--- config.mk ---
export PLATFORM = sky130hd
export DESIGN_NAME = processor
export DESIGN_NICKNAME = d
export VERILOG_FILES = /design/src/source/cpuIsa.sv /design/src/source/pipeLatch.sv /design/src/source/fetchStage.sv /design/src/source/registerFile.sv /design/src/source/decodeStage.sv /design/src/source/executeStage.sv /design/src/source/memoryStage.sv /design/src/source/processor.sv
export SDC_FILE = /design/constraint.sdc
export NUM_CORES = 1
export LEC_CHECK = 0
export BUFFER_PORTS_ARGS = -buffer_cell sky130_fd_sc_hd__clkbuf_2
export CAP_MARGIN = 20
export CORE_MARGIN = 5
export CORE_UTILIZATION = 40
export CTS_CLUSTER_SIZE = 24
export DETAILED_ROUTE_END_ITERATION = 12
export GPL_ROUTABILITY_DRIVEN = 0
export SYNTH_ARGS = -nofsm -noshare
export SYNTH_HDL_FRONTEND = slang
export SYNTH_SLANG_ARGS = --single-unit
--- constraint.sdc ---
create_clock -name Clock -period 11.7 [get_ports Clock]
set_input_delay 2.34 -clock Clock [delete_from_list [all_inputs] [get_ports Clock]]
set_output_delay 2.34 -clock Clock [all_outputs]
set_load 0.05 [all_outputs]
--- src/source/cpuIsa.sv ---
// instruction set package: word and field widths, opcodes and instruction layout
`default_nettype none

package cpuIsa;

    localparam int numRegs  = 8;                  // general purpose registers
    localparam int wordBits = 16;                 // data, address and instruction width
    localparam int regBits  = $clog2(numRegs);    // register index width
    localparam int opBits   = 3;                  // opcode width
    localparam int immBits  = wordBits - opBits - 1 - regBits; // 9-bit immediate / offset

    typedef logic [wordBits-1:0] wordT;           // data word or address
    typedef logic [regBits-1:0]  regIdT;          // register index
    typedef logic [immBits-1:0]  immT;            // immediate or branch offset

    // opcode 1 is mvt with M set, branch with M clear
    typedef enum logic [opBits-1:0] {
        opMv    = 3'd0,                           // X <- Y or #imm
        opMvtB  = 3'd1,                           // mvt or always-taken branch
        opAdd   = 3'd2,                           // X <- X + op2
        opSub   = 3'd3,                           // X <- X - op2
        opLd    = 3'd4,                           // X <- mem[Y]
        opSt    = 3'd5,                           // mem[Y] <- X
        opAnd   = 3'd6,                           // X <- X & op2
        opOther = 3'd7                            // executes as a nop
    } opcodeT;

    // III M XXX DDDDDDDDD, Y sits in the low three bits of field
    typedef struct packed {
        opcodeT op;                               // operation
        logic   imm;                              // M flag, immediate operand
        regIdT  x;                                // destination / first source
        immT    field;                            // immediate or Y in [2:0]
    } instrT;

endpackage

`default_nettype wire

--- src/source/pipeLatch.sv ---
// pipeline package: ALU operations and the latches passed between the five stages
`default_nettype none

package pipeLatch;

    typedef enum logic [2:0] {
        aluPass,                                  // result = op2
        aluAdd,                                   // op1 + op2
        aluSub,                                   // op1 - op2
        aluAnd,                                   // op1 & op2
        aluHigh                                   // low immediate byte moved to upper byte
    } aluOpT;

    typedef struct packed {
        logic        valid;                       // slot holds a real instruction
        cpuIsa::wordT instr;                      // raw instruction word
        cpuIsa::wordT pc;                         // address it was fetched from
    } fetchLatchT;

    typedef struct packed {
        logic          valid;
        cpuIsa::regIdT dest;                      // X field
        cpuIsa::wordT  op1;                       // value of X, store data
        cpuIsa::wordT  op2;                       // Y, immediate or branch offset
        aluOpT         aluOp;
        logic          read;                      // load
        logic          write;                     // store
        logic          branch;                    // redirect in execute
        logic          writeback;                 // result goes to X
        cpuIsa::wordT  pc;
    } decodeLatchT;

    typedef struct packed {
        logic          valid;
        cpuIsa::regIdT dest;
        cpuIsa::wordT  result;                    // ALU output
        cpuIsa::wordT  storeData;
        cpuIsa::wordT  addr;                      // data port address
        logic          read;
        logic          write;
        logic          writeback;
    } execLatchT;

    typedef struct packed {
        logic          valid;
        cpuIsa::regIdT dest;
        cpuIsa::wordT  result;                    // ALU result or loaded word
        logic          writeback;
    } memLatchT;

    typedef struct packed {
        logic         taken;                      // one-cycle redirect request
        cpuIsa::wordT target;                     // new program counter
    } redirectT;

endpackage

`default_nettype wire

--- src/source/fetchStage.sv ---
// fetch stage: program counter, instruction port and the fetch latch
`default_nettype none

module fetchStage #(
    parameter cpuIsa::wordT resetPc = '0          // first instruction address
) (
    input  logic                   Clock,
    input  logic                   reset,
    input  logic                   hold,          // global freeze
    input  logic                   stallFetch,    // hazard in decode
    input  pipeLatch::redirectT    redirect,      // taken branch from execute
    input  cpuIsa::wordT           InstrIn,
    output cpuIsa::wordT           InstrAddr,
    output pipeLatch::fetchLatchT  fetchLatch
);

    cpuIsa::wordT pc;                             // separate from register 7

    assign InstrAddr = pc;                        // instruction memory answers same cycle

    always_ff @(posedge Clock) begin
        if (reset) begin
            pc               <= resetPc;
            fetchLatch.valid <= 1'b0;
        end else if (!hold) begin
            if (redirect.taken) begin
                pc               <= redirect.target;  // jump, drop the younger fetch
                fetchLatch.valid <= 1'b0;
            end else if (!stallFetch) begin
                pc         <= pc + cpuIsa::wordT'(1);
                fetchLatch <= '{valid: 1'b1, instr: InstrIn, pc: pc};
            end
            // on a stall both pc and latch keep their value
        end
    end

endmodule

`default_nettype wire

--- src/source/registerFile.sv ---
// register file: eight words, two combinational read ports, one write-through port
`default_nettype none

module registerFile (
    input  logic                Clock,
    input  logic                reset,
    input  logic                hold,             // no write while frozen
    input  cpuIsa::regIdT       readA,
    input  cpuIsa::regIdT       readB,
    output cpuIsa::wordT        dataA,
    output cpuIsa::wordT        dataB,
    input  pipeLatch::memLatchT writeReq          // writeback request
);

    cpuIsa::wordT regs [cpuIsa::numRegs];
    logic         writeEn;

    assign writeEn = writeReq.valid && writeReq.writeback && !hold;

    // same-cycle write is visible to decode, so no hazard on the memory latch
    assign dataA = (writeEn && writeReq.dest == readA) ? writeReq.result : regs[readA];
    assign dataB = (writeEn && writeReq.dest == readB) ? writeReq.result : regs[readB];

    always_ff @(posedge Clock) begin
        if (reset) begin
            for (int i = 0; i < cpuIsa::numRegs; i++) begin
                regs[i] <= '0;                    // all registers start at zero
            end
        end else if (writeEn) begin
            regs[writeReq.dest] <= writeReq.result;
        end
    end

endmodule

`default_nettype wire

--- src/source/decodeStage.sv ---
// decode stage: field split, operand read, read-after-write stall and the decode latch
`default_nettype none

module decodeStage (
    input  logic                   Clock,
    input  logic                   reset,
    input  logic                   hold,
    input  logic                   flush,         // branch taken in execute
    input  pipeLatch::fetchLatchT  fetchLatch,
    input  pipeLatch::decodeLatchT execView,      // own latch, seen by execute
    input  pipeLatch::execLatchT   execLatch,
    output cpuIsa::regIdT          readA,
    output cpuIsa::regIdT          readB,
    input  cpuIsa::wordT           dataA,
    input  cpuIsa::wordT           dataB,
    output logic                   stallFetch,
    output pipeLatch::decodeLatchT decodeLatch
);

    cpuIsa::instrT         instr;
    cpuIsa::wordT          immZero;               // zero-extended field
    cpuIsa::wordT          immSign;               // sign-extended branch offset
    pipeLatch::decodeLatchT next;
    logic                  usesX;                 // X is a source
    logic                  usesY;                 // Y is a source

    // result for r still in flight ahead of us
    function automatic logic pending(input cpuIsa::regIdT r);
        return (execView.valid && execView.writeback && execView.dest == r) ||
               (execLatch.valid && execLatch.writeback && execLatch.dest == r);
    endfunction

    assign instr   = cpuIsa::instrT'(fetchLatch.instr);
    assign readA   = instr.x;
    assign readB   = instr.field[cpuIsa::regBits-1:0];
    assign immZero = cpuIsa::wordT'(instr.field);
    assign immSign = {{(cpuIsa::wordBits - cpuIsa::immBits){instr.field[cpuIsa::immBits-1]}},
                      instr.field};

    always_comb begin
        next           = '0;
        next.valid     = fetchLatch.valid;
        next.dest      = instr.x;
        next.op1       = dataA;
        next.op2       = instr.imm ? immZero : dataB;
        next.aluOp     = pipeLatch::aluPass;      // mv by default
        next.writeback = 1'b1;
        next.pc        = fetchLatch.pc;
        usesX          = 1'b0;
        usesY          = !instr.imm;
        unique case (instr.op)
            cpuIsa::opMv: ;                       // pass op2 through
            cpuIsa::opMvtB: begin
                usesY = 1'b0;
                if (instr.imm) begin
                    next.aluOp = pipeLatch::aluHigh;
                end else begin
                    next.branch    = 1'b1;        // always taken
                    next.writeback = 1'b0;
                    next.op2       = immSign;
                end
            end
            cpuIsa::opAdd: begin
                next.aluOp = pipeLatch::aluAdd;
                usesX      = 1'b1;
            end
            cpuIsa::opSub: begin
                next.aluOp = pipeLatch::aluSub;
                usesX      = 1'b1;
            end
            cpuIsa::opAnd: begin
                next.aluOp = pipeLatch::aluAnd;
                usesX      = 1'b1;
            end
            cpuIsa::opLd: begin
                next.read = 1'b1;
                next.op2  = dataB;                // address always from Y
                usesY     = 1'b1;
            end
            cpuIsa::opSt: begin
                next.write     = 1'b1;
                next.writeback = 1'b0;
                next.op2       = dataB;
                usesX          = 1'b1;            // store data
                usesY          = 1'b1;            // address
            end
            cpuIsa::opOther: begin
                next.valid = 1'b0;                // nop
                usesY      = 1'b0;
            end
        endcase
    end

    assign stallFetch = fetchLatch.valid &&
                        ((usesX && pending(readA)) || (usesY && pending(readB)));

    always_ff @(posedge Clock) begin
        if (reset) begin
            decodeLatch.valid <= 1'b0;
        end else if (!hold) begin
            if (flush || stallFetch) begin
                decodeLatch <= '0;                // bubble
            end else begin
                decodeLatch <= next;
            end
        end
    end

endmodule

`default_nettype wire

--- src/source/executeStage.sv ---
// execute stage: ALU, branch target and redirect, and the execute latch
`default_nettype none

module executeStage (
    input  logic                   Clock,
    input  logic                   reset,
    input  logic                   hold,
    input  pipeLatch::decodeLatchT decodeLatch,
    output pipeLatch::redirectT    redirect,
    output pipeLatch::execLatchT   execLatch
);

    cpuIsa::wordT aluOut;

    always_comb begin
        unique case (decodeLatch.aluOp)
            pipeLatch::aluAdd:  aluOut = decodeLatch.op1 + decodeLatch.op2;
            pipeLatch::aluSub:  aluOut = decodeLatch.op1 - decodeLatch.op2;
            pipeLatch::aluAnd:  aluOut = decodeLatch.op1 & decodeLatch.op2;
            pipeLatch::aluHigh: aluOut = decodeLatch.op2 << (cpuIsa::wordBits / 2); // byte up
            default:            aluOut = decodeLatch.op2;  // pass
        endcase
    end

    // offset is relative to the address after the branch
    assign redirect.taken  = decodeLatch.valid && decodeLatch.branch;
    assign redirect.target = decodeLatch.pc + cpuIsa::wordT'(1) + decodeLatch.op2;

    always_ff @(posedge Clock) begin
        if (reset) begin
            execLatch.valid <= 1'b0;
        end else if (!hold) begin
            execLatch.valid     <= decodeLatch.valid && !decodeLatch.branch; // branch done here
            execLatch.dest      <= decodeLatch.dest;
            execLatch.result    <= aluOut;
            execLatch.storeData <= decodeLatch.op1;   // X for st
            execLatch.addr      <= decodeLatch.op2;   // Y for ld / st
            execLatch.read      <= decodeLatch.read;
            execLatch.write     <= decodeLatch.write;
            execLatch.writeback <= decodeLatch.writeback;
        end
    end

endmodule

`default_nettype wire

--- src/source/memoryStage.sv ---
// memory stage: data port drive and the memory latch feeding writeback
`default_nettype none

module memoryStage (
    input  logic                 Clock,
    input  logic                 reset,
    input  logic                 hold,
    input  logic                 Enable,
    input  logic                 DataWaitreq,
    input  pipeLatch::execLatchT execLatch,
    input  cpuIsa::wordT         DataIn,
    output cpuIsa::wordT         DataAddr,
    output cpuIsa::wordT         DataOut,
    output logic                 ReadData,
    output logic                 WriteData,
    output logic                 accessActive,    // ld or st in this stage
    output pipeLatch::memLatchT  memLatch
);

    logic waiting;                                // memory not ready yet

    assign accessActive = execLatch.valid && (execLatch.read || execLatch.write);
    assign waiting      = accessActive && DataWaitreq;

    // address and data come straight from the latch, so they stay put during a wait
    assign DataAddr  = execLatch.addr;
    assign DataOut   = execLatch.storeData;
    assign ReadData  = Enable && execLatch.valid && execLatch.read;
    assign WriteData = Enable && execLatch.valid && execLatch.write;

    always_ff @(posedge Clock) begin
        if (reset) begin
            memLatch.valid <= 1'b0;
        end else if (!hold && !waiting) begin    // read data is only taken once ready
            memLatch.valid     <= execLatch.valid;
            memLatch.dest      <= execLatch.dest;
            memLatch.result    <= execLatch.read ? DataIn : execLatch.result;
            memLatch.writeback <= execLatch.writeback;
        end
    end

endmodule

`default_nettype wire

--- src/source/processor.sv ---
// processor top: five-stage pipeline with split instruction and data ports
`default_nettype none

module processor #(
    parameter cpuIsa::wordT resetPc = '0          // start address after reset
) (
    input  logic         Clock,
    input  logic         reset,
    input  logic         Enable,                  // low freezes everything
    input  cpuIsa::wordT InstrIn,
    input  cpuIsa::wordT DataIn,
    input  logic         DataWaitreq,
    output cpuIsa::wordT InstrAddr,
    output cpuIsa::wordT DataAddr,
    output cpuIsa::wordT DataOut,
    output logic         ReadData,
    output logic         WriteData
);

    pipeLatch::fetchLatchT  fetchLatch;
    pipeLatch::decodeLatchT decodeLatch;
    pipeLatch::execLatchT   execLatch;
    pipeLatch::memLatchT    memLatch;            // writeback request
    pipeLatch::redirectT    redirect;
    cpuIsa::regIdT          readA;
    cpuIsa::regIdT          readB;
    cpuIsa::wordT           dataA;
    cpuIsa::wordT           dataB;
    logic                   stallFetch;
    logic                   accessActive;
    logic                   hold;

    // one freeze for every latch and the register file
    assign hold = !Enable || (accessActive && DataWaitreq);

    fetchStage #(.resetPc(resetPc)) fetch_i (
        .Clock, .reset, .hold, .stallFetch, .redirect,
        .InstrIn, .InstrAddr, .fetchLatch
    );

    registerFile regFile_i (
        .Clock, .reset, .hold, .readA, .readB, .dataA, .dataB,
        .writeReq (memLatch)
    );

    decodeStage decode_i (
        .Clock, .reset, .hold,
        .flush    (redirect.taken),
        .fetchLatch,
        .execView (decodeLatch),                  // hazard check against own latch
        .execLatch, .readA, .readB, .dataA, .dataB, .stallFetch, .decodeLatch
    );

    executeStage execute_i (
        .Clock, .reset, .hold, .decodeLatch, .redirect, .execLatch
    );

    memoryStage memory_i (
        .Clock, .reset, .hold, .Enable, .DataWaitreq, .execLatch, .DataIn,
        .DataAddr, .DataOut, .ReadData, .WriteData, .accessActive, .memLatch
    );

endmodule

`default_nettype wire

**After elaboration in Yosys (flattened, before gate mapping)**

Memories as Yosys holds them, arrays and structs flattened. A register that Yosys moved wholly into a read port is not among the register bits.
Index checks and enable logic that the tools add are counted.

- Magnitude comparators: 0
- Bitwise operators: 6
- Add/subtract/negate cells: 5
- Equality and inequality tests: 18
- Reduce and logical (&&, ||, !) cells: 41
- Mux-type cells: 32
- Multipliers: 0
- Shift-type cells: 0
- Div/mod/pow operators: 0

Operators with widths:

| operator | number |
|---|---|
| two-way mux 16 bit | 8 |
| one-hot mux 16 bit (4 select lines) | 1 |
| two-way mux 59 bit | 1 |
| two-way mux 33 bit | 1 |
| adder 16 x 1 -> 16 bit (second input constant) | 2 |
| adder 16 bit | 2 |
| one-hot mux 16 bit (2 select lines) | 1 |
| logical AND 1 bit | 21 |
| equality test 3 bit | 6 |
| AND 16 bit | 1 |
| OR reduction 16 bit | 1 |
| subtractor 16 bit | 1 |
| equality test 3 bit (second input constant) | 5 |
| equality test 3 x 2 -> 1 bit (second input constant) | 4 |
| two-way mux 1 bit | 12 |
| two-way mux 3 bit | 4 |
| one-hot mux 3 bit (4 select lines) | 1 |
| equality test 3 x 1 -> 1 bit (second input constant) | 2 |
| logical OR 1 bit | 6 |
| AND reduction 2 bit | 3 |
| OR reduction 2 bit | 3 |
| logical NOT 1 bit | 5 |
| NOT 1 bit | 5 |
| one-hot mux 1 bit (2 select lines) | 2 |
| 4 further kinds | 4 |

- Word-level logic and storage cells: 129
- Memories: 1
- Output and inout bits: 50
- Input port bits: 36
- Latch bits: 0
- Memory bits (read-only): 0
- Register bits after elaboration: 184
- RAM bits: 128

Memory list:

| name | depth | bits a word | rd ports | clocked after Yosys merged registers in | write ports | RTL line | text |
|---|---|---|---|---|---|---|---|
| regFile_i.regs | 8 | 16 | 2 | 2 | 8 | registerFile.sv:15 | `cpuIsa::wordT regs [cpuIsa::numRegs];` |

**Logic depth before layout (Yosys ltp)**

Gate-level depths: netlist of the first run.

- Depth after elaboration: 12
- Mapped depth: 13
- Gate-level depth less buffers: 13

**Cells and area by module**

A second synthesis of the first run with hierarchy kept.

- Cell total of the unflattened synthesis: 1,259
- Area total of the unflattened synthesis: 17,295.3 um^2

Modules (own cells, without submodules):

| module | instances | seq. area each (um^2) | area each (um^2) | cells an instance |
|---|---|---|---|---|
| registerFile | 1 | 3,843.7 | 7,532.2 | 447 |
| executeStage | 1 | 1,641.6 | 3,887.5 | 376 |
| decodeStage | 1 | 1,761.7 | 2,711.4 | 190 |
| fetchStage | 1 | 1,301.2 | 2,038.2 | 166 |
| memoryStage | 1 | 620.6 | 1,116.1 | 79 |
| processor | 1 | 0.0 | 10.0 | 1 |

**Worst setup path after synthesis of the first run**

No wires, ideal clock.

- Kind: in2reg
- Start point: in DataWaitreq
- End point: mem regFile_i.regs[0][0] in the netlist's numbering, enable pin
- Setup time: 334 ps
- Stages: 6
- Slack: 4,430 ps
- Arrival: 6,936 ps
- Required time: 11,366 ps
- Path through: o211ai_1 nand2_2 nor2_2 nand4b_1 nor3_2 or2_2

RTL lines:

| element | RTL line | text |
|---|---|---|
| start: declaration | processor.sv:12 | `input logic DataWaitreq,` |
| end: declaration | registerFile.sv:15 |  |

**Worst setup path in the final report of the first run**

- Start point: in Enable
- End point: out ReadData

- Cells in the longest elaborated chain, start to end: 2

Ends and longest elaborated chain:

| element | RTL line | text |
|---|---|---|
| start: declaration | processor.sv:9 | `input logic Enable,` |
| logical AND 1 bit (2 in a row) | memoryStage.sv:28 | `assign ReadData = Enable && execLatch.valid && execLatch.read;` |
| end: declaration | processor.sv:16 | `output logic ReadData,` |

No other way between the ends.

==> results of run 1 <==
[how the worst min path moves through the flow]
stage | to | slack (ns) | from
floorplan | execute_i.execLatch[1] | 0.40 | decode_i.decodeLatch[18]
global placement | execute_i.execLatch[1] | 0.40 | decode_i.decodeLatch[18]
detailed placement | execute_i.execLatch[2] | 0.41 | decode_i.decodeLatch[19]
CTS | execute_i.execLatch[2] | 0.43 | decode_i.decodeLatch[19]
global route | execute_i.execLatch[2] | 0.45 | decode_i.decodeLatch[19]
finish | execute_i.execLatch[2] | 0.42 | decode_i.decodeLatch[19]
[synthesized netlist by cell type (all sizes together), types with 4 or more instances]
| master | number |
|---|---|
| or3 | 10 |
| buf | 48 |
| a22oi | 9 |
| ha | 33 |
| nand2 | 76 |
| nand4 | 7 |
| nor2b | 9 |
| o21ai | 38 |
| nand3 | 13 |
| a221oi | 4 |
| nor4 | 9 |
| nor3 | 22 |
| nand2b | 9 |
| o22ai | 6 |
| a21oi | 51 |
| o21a | 13 |
| a211oi | 25 |
| o211ai | 19 |
| a311oi | 5 |
| xor2 | 32 |
| nor2 | 59 |
| mux2i | 35 |
| a31oi | 10 |
| and3 | 10 |
| mux4 | 64 |
| a21o | 7 |
| o31ai | 5 |
| dfxtp | 26 |
| or4 | 4 |
| clkbuf | 48 |
| or2 | 11 |
| and2 | 151 |
| inv | 21 |
| xnor2 | 24 |
| mux2 | 22 |
| edfxtp | 292 |
[layout make-up]
| class | count | area [sq um] |
|---|---|---|
| inverter | 21 | 78.8 |
| sequential | 318 | 9290 |
| clock inverter | 24 | 284 |
| timing repair buffer | 96 | 508 |
| tap | 532 | 666 |
| fill | 3705 | 22400 |
| antenna | 2 | 5.00 |
| multi-input combinational | 832 | 6700 |
| clock buffer | 40 | 958 |
[state kept, by name (all words and copies together), names as in the netlist, named ones only]
| register | count |
|---|---|
| memory_i.memLatch | 21 |
| fetch_i.fetchLatch | 33 |
| decode_i.decodeLatch | 59 |
| fetch_i.InstrAddr | 16 |
| regFile_i.regs | 128 |
| execute_i.execLatch | 55 |
[through the flow]
stage	util, %	cell area [sq um]	hold slack, ns	setup WS, ns
6_report	45.2	18500	0.425	6.48
5_1_grt	45.2	18500	0.450	6.46
4_1_cts	45.2	18500	0.428	6.48
3_5_place_dp	42.1	17200	0.405	6.08
3_3_place_gp	42.1	17200	0.404	6.23
2_1_floorplan	-	16600	0.400	4.43
[worst register-to-register path: stages (launching register included)]
cell and delay, ns:
edfxtp_1 0.78, o211ai_1 0.39, nand2_2 0.32, nor2_4 0.15, buf_4 0.46, nand4_1 0.42, nor2_1 0.80, or2_2 0.50
[power groups by stage]
stage / Clock, mW / Combinational, mW / Sequential (mW)
6_report: 1.18 / 0.319 / 1.36
3_5_place_dp: 0 / 0.319 / 1.38
5_1_grt: 1.25 / 0.346 / 1.36
2_1_floorplan: 0 / 0.246 / 1.35
3_3_place_gp: 0 / 0.316 / 1.38
4_1_cts: 1.20 / 0.320 / 1.36
[routing by layer]
layer,wire length [um],part of all wire [%]
met1,19500,44
met2,19800,45
met3,3100,7.0
met4,1610,3.7
met5,0,0
[cell families after synthesis]
logic type	after synthesis	share of synthesized area [%]
xor gates and xnor gates	56	2.96
muxes	121	12.3
DFF	318	56.1
buffers and inverters	117	3.52
AOI/OAI and AO/OA	220	9.17
adders and majority gates	35	2.74
and+or+nand+nor	400	13.2
==> flow_metrics.env, run 1 <==
export IMPL_skew_ns=0.0405
export IMPL_critical_path_top_delay_family="buffers and inverters"
export IMPL_rows=74
export IMPL_layout_worst_path_cycle_share_pct=44.6
export IMPL_ys_ff_latch=318
export IMPL_ys_warn_count=0
export IMPL_start_util_pct=40.5
export IMPL_tns_ns=0
export IMPL_clock_path_buffers=3
export IMPL_synthArstFlopShare_pct=0
export IMPL_crit_cells=3
export IMPL_drt_initial_drc_count=960
export IMPL_grt_max_degree=82
export IMPL_ff2ff_setup_slack_ns=7.50
export IMPL_final_cells=1865
export IMPL_p_total_mw=2.86
export IMPL_grt_total_usage_pct=19.2
export IMPL_hold_violations=0
export IMPL_dieWidth_um=213
export IMPL_synthTopCellsByArea="edfxtp_1, mux4_2, and2_1"
export IMPL_cp_start_kind="primary input"
export IMPL_hp_class="reg2reg"
export IMPL_io_pins=86
export IMPL_leakage_nw=6.77
export IMPL_drive_above_1_share_pct=20.1
export IMPL_critPathLaunch="Enable"
export IMPL_max_stage_delay_ns=0.27
export IMPL_comb_power_share_pct=11.2
export IMPL_post_cts_resized=0
export IMPL_min_period_ns=5.22
export IMPL_dieArea_sq_um=45600
export IMPL_first_pass_iters=5
export IMPL_clock_sinks=318
export IMPL_setup_viol=0
export IMPL_switching_share_pct=24.6
export IMPL_dp_cells=1799
export IMPL_cts_hold_buffers=0
export IMPL_via_per_inst=5.68
export IMPL_areaGrowthSynthToFinish_pct=11.7
export IMPL_die_h_um=213
export IMPL_synth_cell_area_sq_um=16600
export IMPL_reg2reg_from="execute_i.execLatch[2]"
export IMPL_hold_depth=0
export IMPL_met3_usage_pct=3.38
export IMPL_vias=10592
export IMPL_post_cts_buffers=0
export IMPL_crit_path_end_kind="primary output"
export IMPL_worstSetupPathType="in2out"
export IMPL_peakVddDrop_uv=84.6
export IMPL_rsz0062_at_grt="false"
export IMPL_p_int_mw=2.16
export IMPL_p_switching_uw=702
export IMPL_crit_path_frequent_cell="clkbuf_2"
export IMPL_rr_worst_depth=7
export IMPL_critPathMaxFanout=4
export IMPL_syn_inst=1267
export IMPL_dp_hpwl_um=31300
export IMPL_routed_wl_um=44000
export IMPL_cts_tree="done"
export IMPL_grt_ovfl_total=0
export IMPL_yosysSeqAreaShare_pct=56.1
export IMPL_nets=1376
export IMPL_cts_buffers=36
export IMPL_grt_pass1_vias=10171
export IMPL_ys_types=76
export IMPL_ys_flop_type="edfxtp_1"
export IMPL_grt_first_pass_wirelength_um=64900
export IMPL_core_area_sq_um=40900
export IMPL_final_cell_mix="edfxtp_1, and2_1, clkbuf_2, nand2_1, mux4_2"
export IMPL_worst_path_buf_inv=2
export IMPL_ant_nets=0
export IMPL_cp_arrival_ns=2.88
export IMPL_syn_avg_cell_area_sq_um=13.1
export IMPL_r2r_end="regFile_i.regs[5][11]"
export IMPL_maxCapViolCount=0
export IMPL_grt_antenna_before_repair=0
export IMPL_wl_per_cell_um=23.6
export IMPL_synth_edff_count=292
export IMPL_htree_levels=2
export IMPL_report_final_slew_viol_count=0
export IMPL_p_clk_share_pct=41.3
export IMPL_worstPathRequired_ns=9.36
export IMPL_drc_errors=0
export IMPL_pwr_share_seq_pct=47.5
export IMPL_use_met2_pct=29.6
export IMPL_grtUsageMet1_pct=27.5
export IMPL_pwr_density_cell_nw_per_um2=155
export IMPL_critPathCapture="ReadData"
export IMPL_top_usage_layer="met2"
export IMPL_yosys_area_top_type_share_pct=53.0
export IMPL_cp_slowest_cell="clkbuf_2"
export IMPL_crit_chain="clkbuf_2, and3_1, clkbuf_2"
export IMPL_status="complete, no violations"
export IMPL_timing_fmax_ghz=0.192
export IMPL_worstSkewPairLatency_ns=0.56
export IMPL_portBuffers=85
export IMPL_clk_pin_slew_ns=0.06
export IMPL_synth_nets=1338
export IMPL_slew_headroom_pct=25.5
export IMPL_cts_root_buffer="clkbuf_16"
export IMPL_tightest_slew_ns=1.12
export IMPL_synth_top_area_cell="edfxtp_1"
export IMPL_layout_commonest_cell="edfxtp_1"
Note: power is estimated with default switching activity, not from simulation.
==> run 2: changes to the inputs <==
==> constraint.sdc (replaced) <==
create_clock -name Clock -period 4.55 [get_ports Clock]
set_input_delay 0.91 -clock Clock [delete_from_list [all_inputs] [get_ports Clock]]
set_output_delay 0.91 -clock Clock [all_outputs]
set_load 0.05 [all_outputs]
==> run 2 against run 1 <==
Clock skew shrank 0.015 ns. Total power grew to 2.5 times the previous value. Worst hold slack lost 0.0059 ns. Clock power grew 140%. Non-clock buffer count grew 16. Critical endpoint is now execute_i.execLatch[48]. Largest cell class unchanged. Highest routed layer unchanged.
==> flow_metrics.env, run 2 (synthesized netlist as in run 1, its figures left out) <==
export IMPL_grt_antenna_before_repair=0
export IMPL_htree_levels=2
export IMPL_cp_start_kind="register"
export IMPL_dieArea_sq_um=45600
export IMPL_layout_worst_path_cycle_share_pct=80.0
export IMPL_die_h_um=213
export IMPL_nets=1392
export IMPL_top_usage_layer="met2"
export IMPL_ant_nets=0
export IMPL_post_cts_resized=0
export IMPL_dp_hpwl_um=30100
export IMPL_final_cell_mix="edfxtp_1, and2_1, clkbuf_2, nand2_1, mux4_2"
export IMPL_critPathMaxFanout=13
export IMPL_cts_tree="done"
export IMPL_largest_register="regFile_i.regs"
export IMPL_rows=74
export IMPL_grt_pass1_vias=10677
export IMPL_use_met2_pct=31.8
export IMPL_hp_class="reg2reg"
export IMPL_cts_hold_buffers=0
export IMPL_areaGrowthSynthToFinish_pct=12.1
export IMPL_clock_sinks=318
export IMPL_via_per_inst=5.68
export IMPL_portBuffers=85
export IMPL_status="complete, no violations"
export IMPL_grt_ovfl_total=0
export IMPL_crit_path_end_kind="register"
export IMPL_routed_wl_um=43300
export IMPL_pwr_density_cell_nw_per_um2=387
export IMPL_met3_usage_pct=3.44
export IMPL_core_area_sq_um=40900
export IMPL_skew_ns=0.0254
export IMPL_fillCellCount=3693
export IMPL_io_pins=86
export IMPL_setup_viol=0
export IMPL_rsz0062_at_grt="false"
export IMPL_tightest_slew_ns=0.935
export IMPL_clk_pin_slew_ns=0.06
export IMPL_post_route_util_pct=45.4
export IMPL_peakVddDrop_uv=221
export IMPL_wl_per_cell_um=23.1
export IMPL_layout_commonest_cell="edfxtp_1"
export IMPL_cts_buffers=36
export IMPL_grt_first_pass_wirelength_um=65500
export IMPL_dieWidth_um=213
export IMPL_post_cts_buffers=0
export IMPL_first_pass_iters=8
export IMPL_cp_arrival_ns=3.92
export IMPL_leakage_nw=6.83
export IMPL_grtUsageMet1_pct=25.2
export IMPL_drt_initial_drc_count=952
export IMPL_antenna_cells=0
export IMPL_largest_reg_flops=128
export IMPL_worstPathRequired_ns=4.83
export IMPL_drive_above_1_share_pct=20.9
export IMPL_hold_ws_ns=0.419
export IMPL_worstSkewPairLatency_ns=0.55
export IMPL_drc_errors=0
export IMPL_start_util_pct=40.5
export IMPL_tns_ns=0
export IMPL_worstSetupPathType="reg2reg"
export IMPL_cts_root_buffer="clkbuf_16"
export IMPL_ff2ff_setup_slack_ns=0.91
export IMPL_p_total_mw=7.19
export IMPL_top_regs="regFile_i.regs x128, decode_i.decodeLatch x59, execute_i.execLatch x55"
export IMPL_report_final_slew_viol_count=0
export IMPL_slew_headroom_pct=37.7
export IMPL_grt_total_usage_pct=18.9
export IMPL_min_period_ns=3.64
export IMPL_grt_max_degree=63
export IMPL_timing_fmax_ghz=0.275
export IMPL_maxCapViolCount=0
export IMPL_hold_violations=0
export IMPL_vias=10666
export IMPL_clock_path_buffers=3
run 2: cell types whose count changed in the layout (fill, tap and decap cells not counted), sizes merged:
cell,change
clkbuf,+3
inv,+1
buf,+16
clkinvlp,-2
clkinv,+1
diode,-2
bufinv,-3
run 2: area by class of cell:
| class | instances | area (sq um) | area share [%] |
|---|---|---|---|
| multi-input combinational | 832 | 6700 | 36.1 |
| timing repair buffer | 112 | 648 | 3.49 |
| sequential | 318 | 9290 | 50.0 |
| tap | 532 | 666 | 3.58 |
| clock inverter | 21 | 251 | 1.35 |
| clock buffer | 43 | 937 | 5.05 |
| inverter | 21 | 78.8 | 0.425 |
run 2: per-stage QoR:
| step | cell area (sq um) | setup slack (ns) | std cells |
|---|---|---|---|
| final | 18600 | 0.908 | 1879 |
| after global placement | 17400 | 1.04 | 1814 |
| after detailed placement | 17400 | 0.984 | 1815 |
| after floorplan | 16600 | 0.170 | 1267 |
| after CTS | 18600 | 0.953 | 1879 |
| after global routing | 18600 | 0.705 | 1879 |
run 2: metal layers:
metal	wire length (um)	vias to the layer above
li1	-	4889
met1	18400	5357
met2	21000	355
met3	2800	65
met4	1170	0
met5	0	-
run 2: critical path, cell delays in order (launching register included):
cell	delay (ns)
edfxtp_1	0.53
nor3_1	0.65
a31o_2	0.21
xnor2_1	0.13
ha_1	0.30
a2111o_1	0.45
o2111ai_1	0.27
o21ai_0	0.23
a31oi_1	0.27
nor4b_1	0.08
a211o_1	0.25
run 2: worst paths after layout:
check	startpoint	to	cells after the start
hold / removal	decode_i.decodeLatch[18]	execute_i.execLatch[1]	0
setup reg to reg	decode_i.decodeLatch[22]	execute_i.execLatch[48]	10
hold reg to reg	decode_i.decodeLatch[18]	execute_i.execLatch[1]	0
setup / recovery	decode_i.decodeLatch[22]	execute_i.execLatch[48]	10
run 2: power breakdown:
group          internal (mW)  leakage, nW  switching (mW)
combinational          0.349         3.16           0.469
clock                   1.67        0.576            1.21
sequential              3.34         3.09           0.152
total                   5.36         6.83            1.84
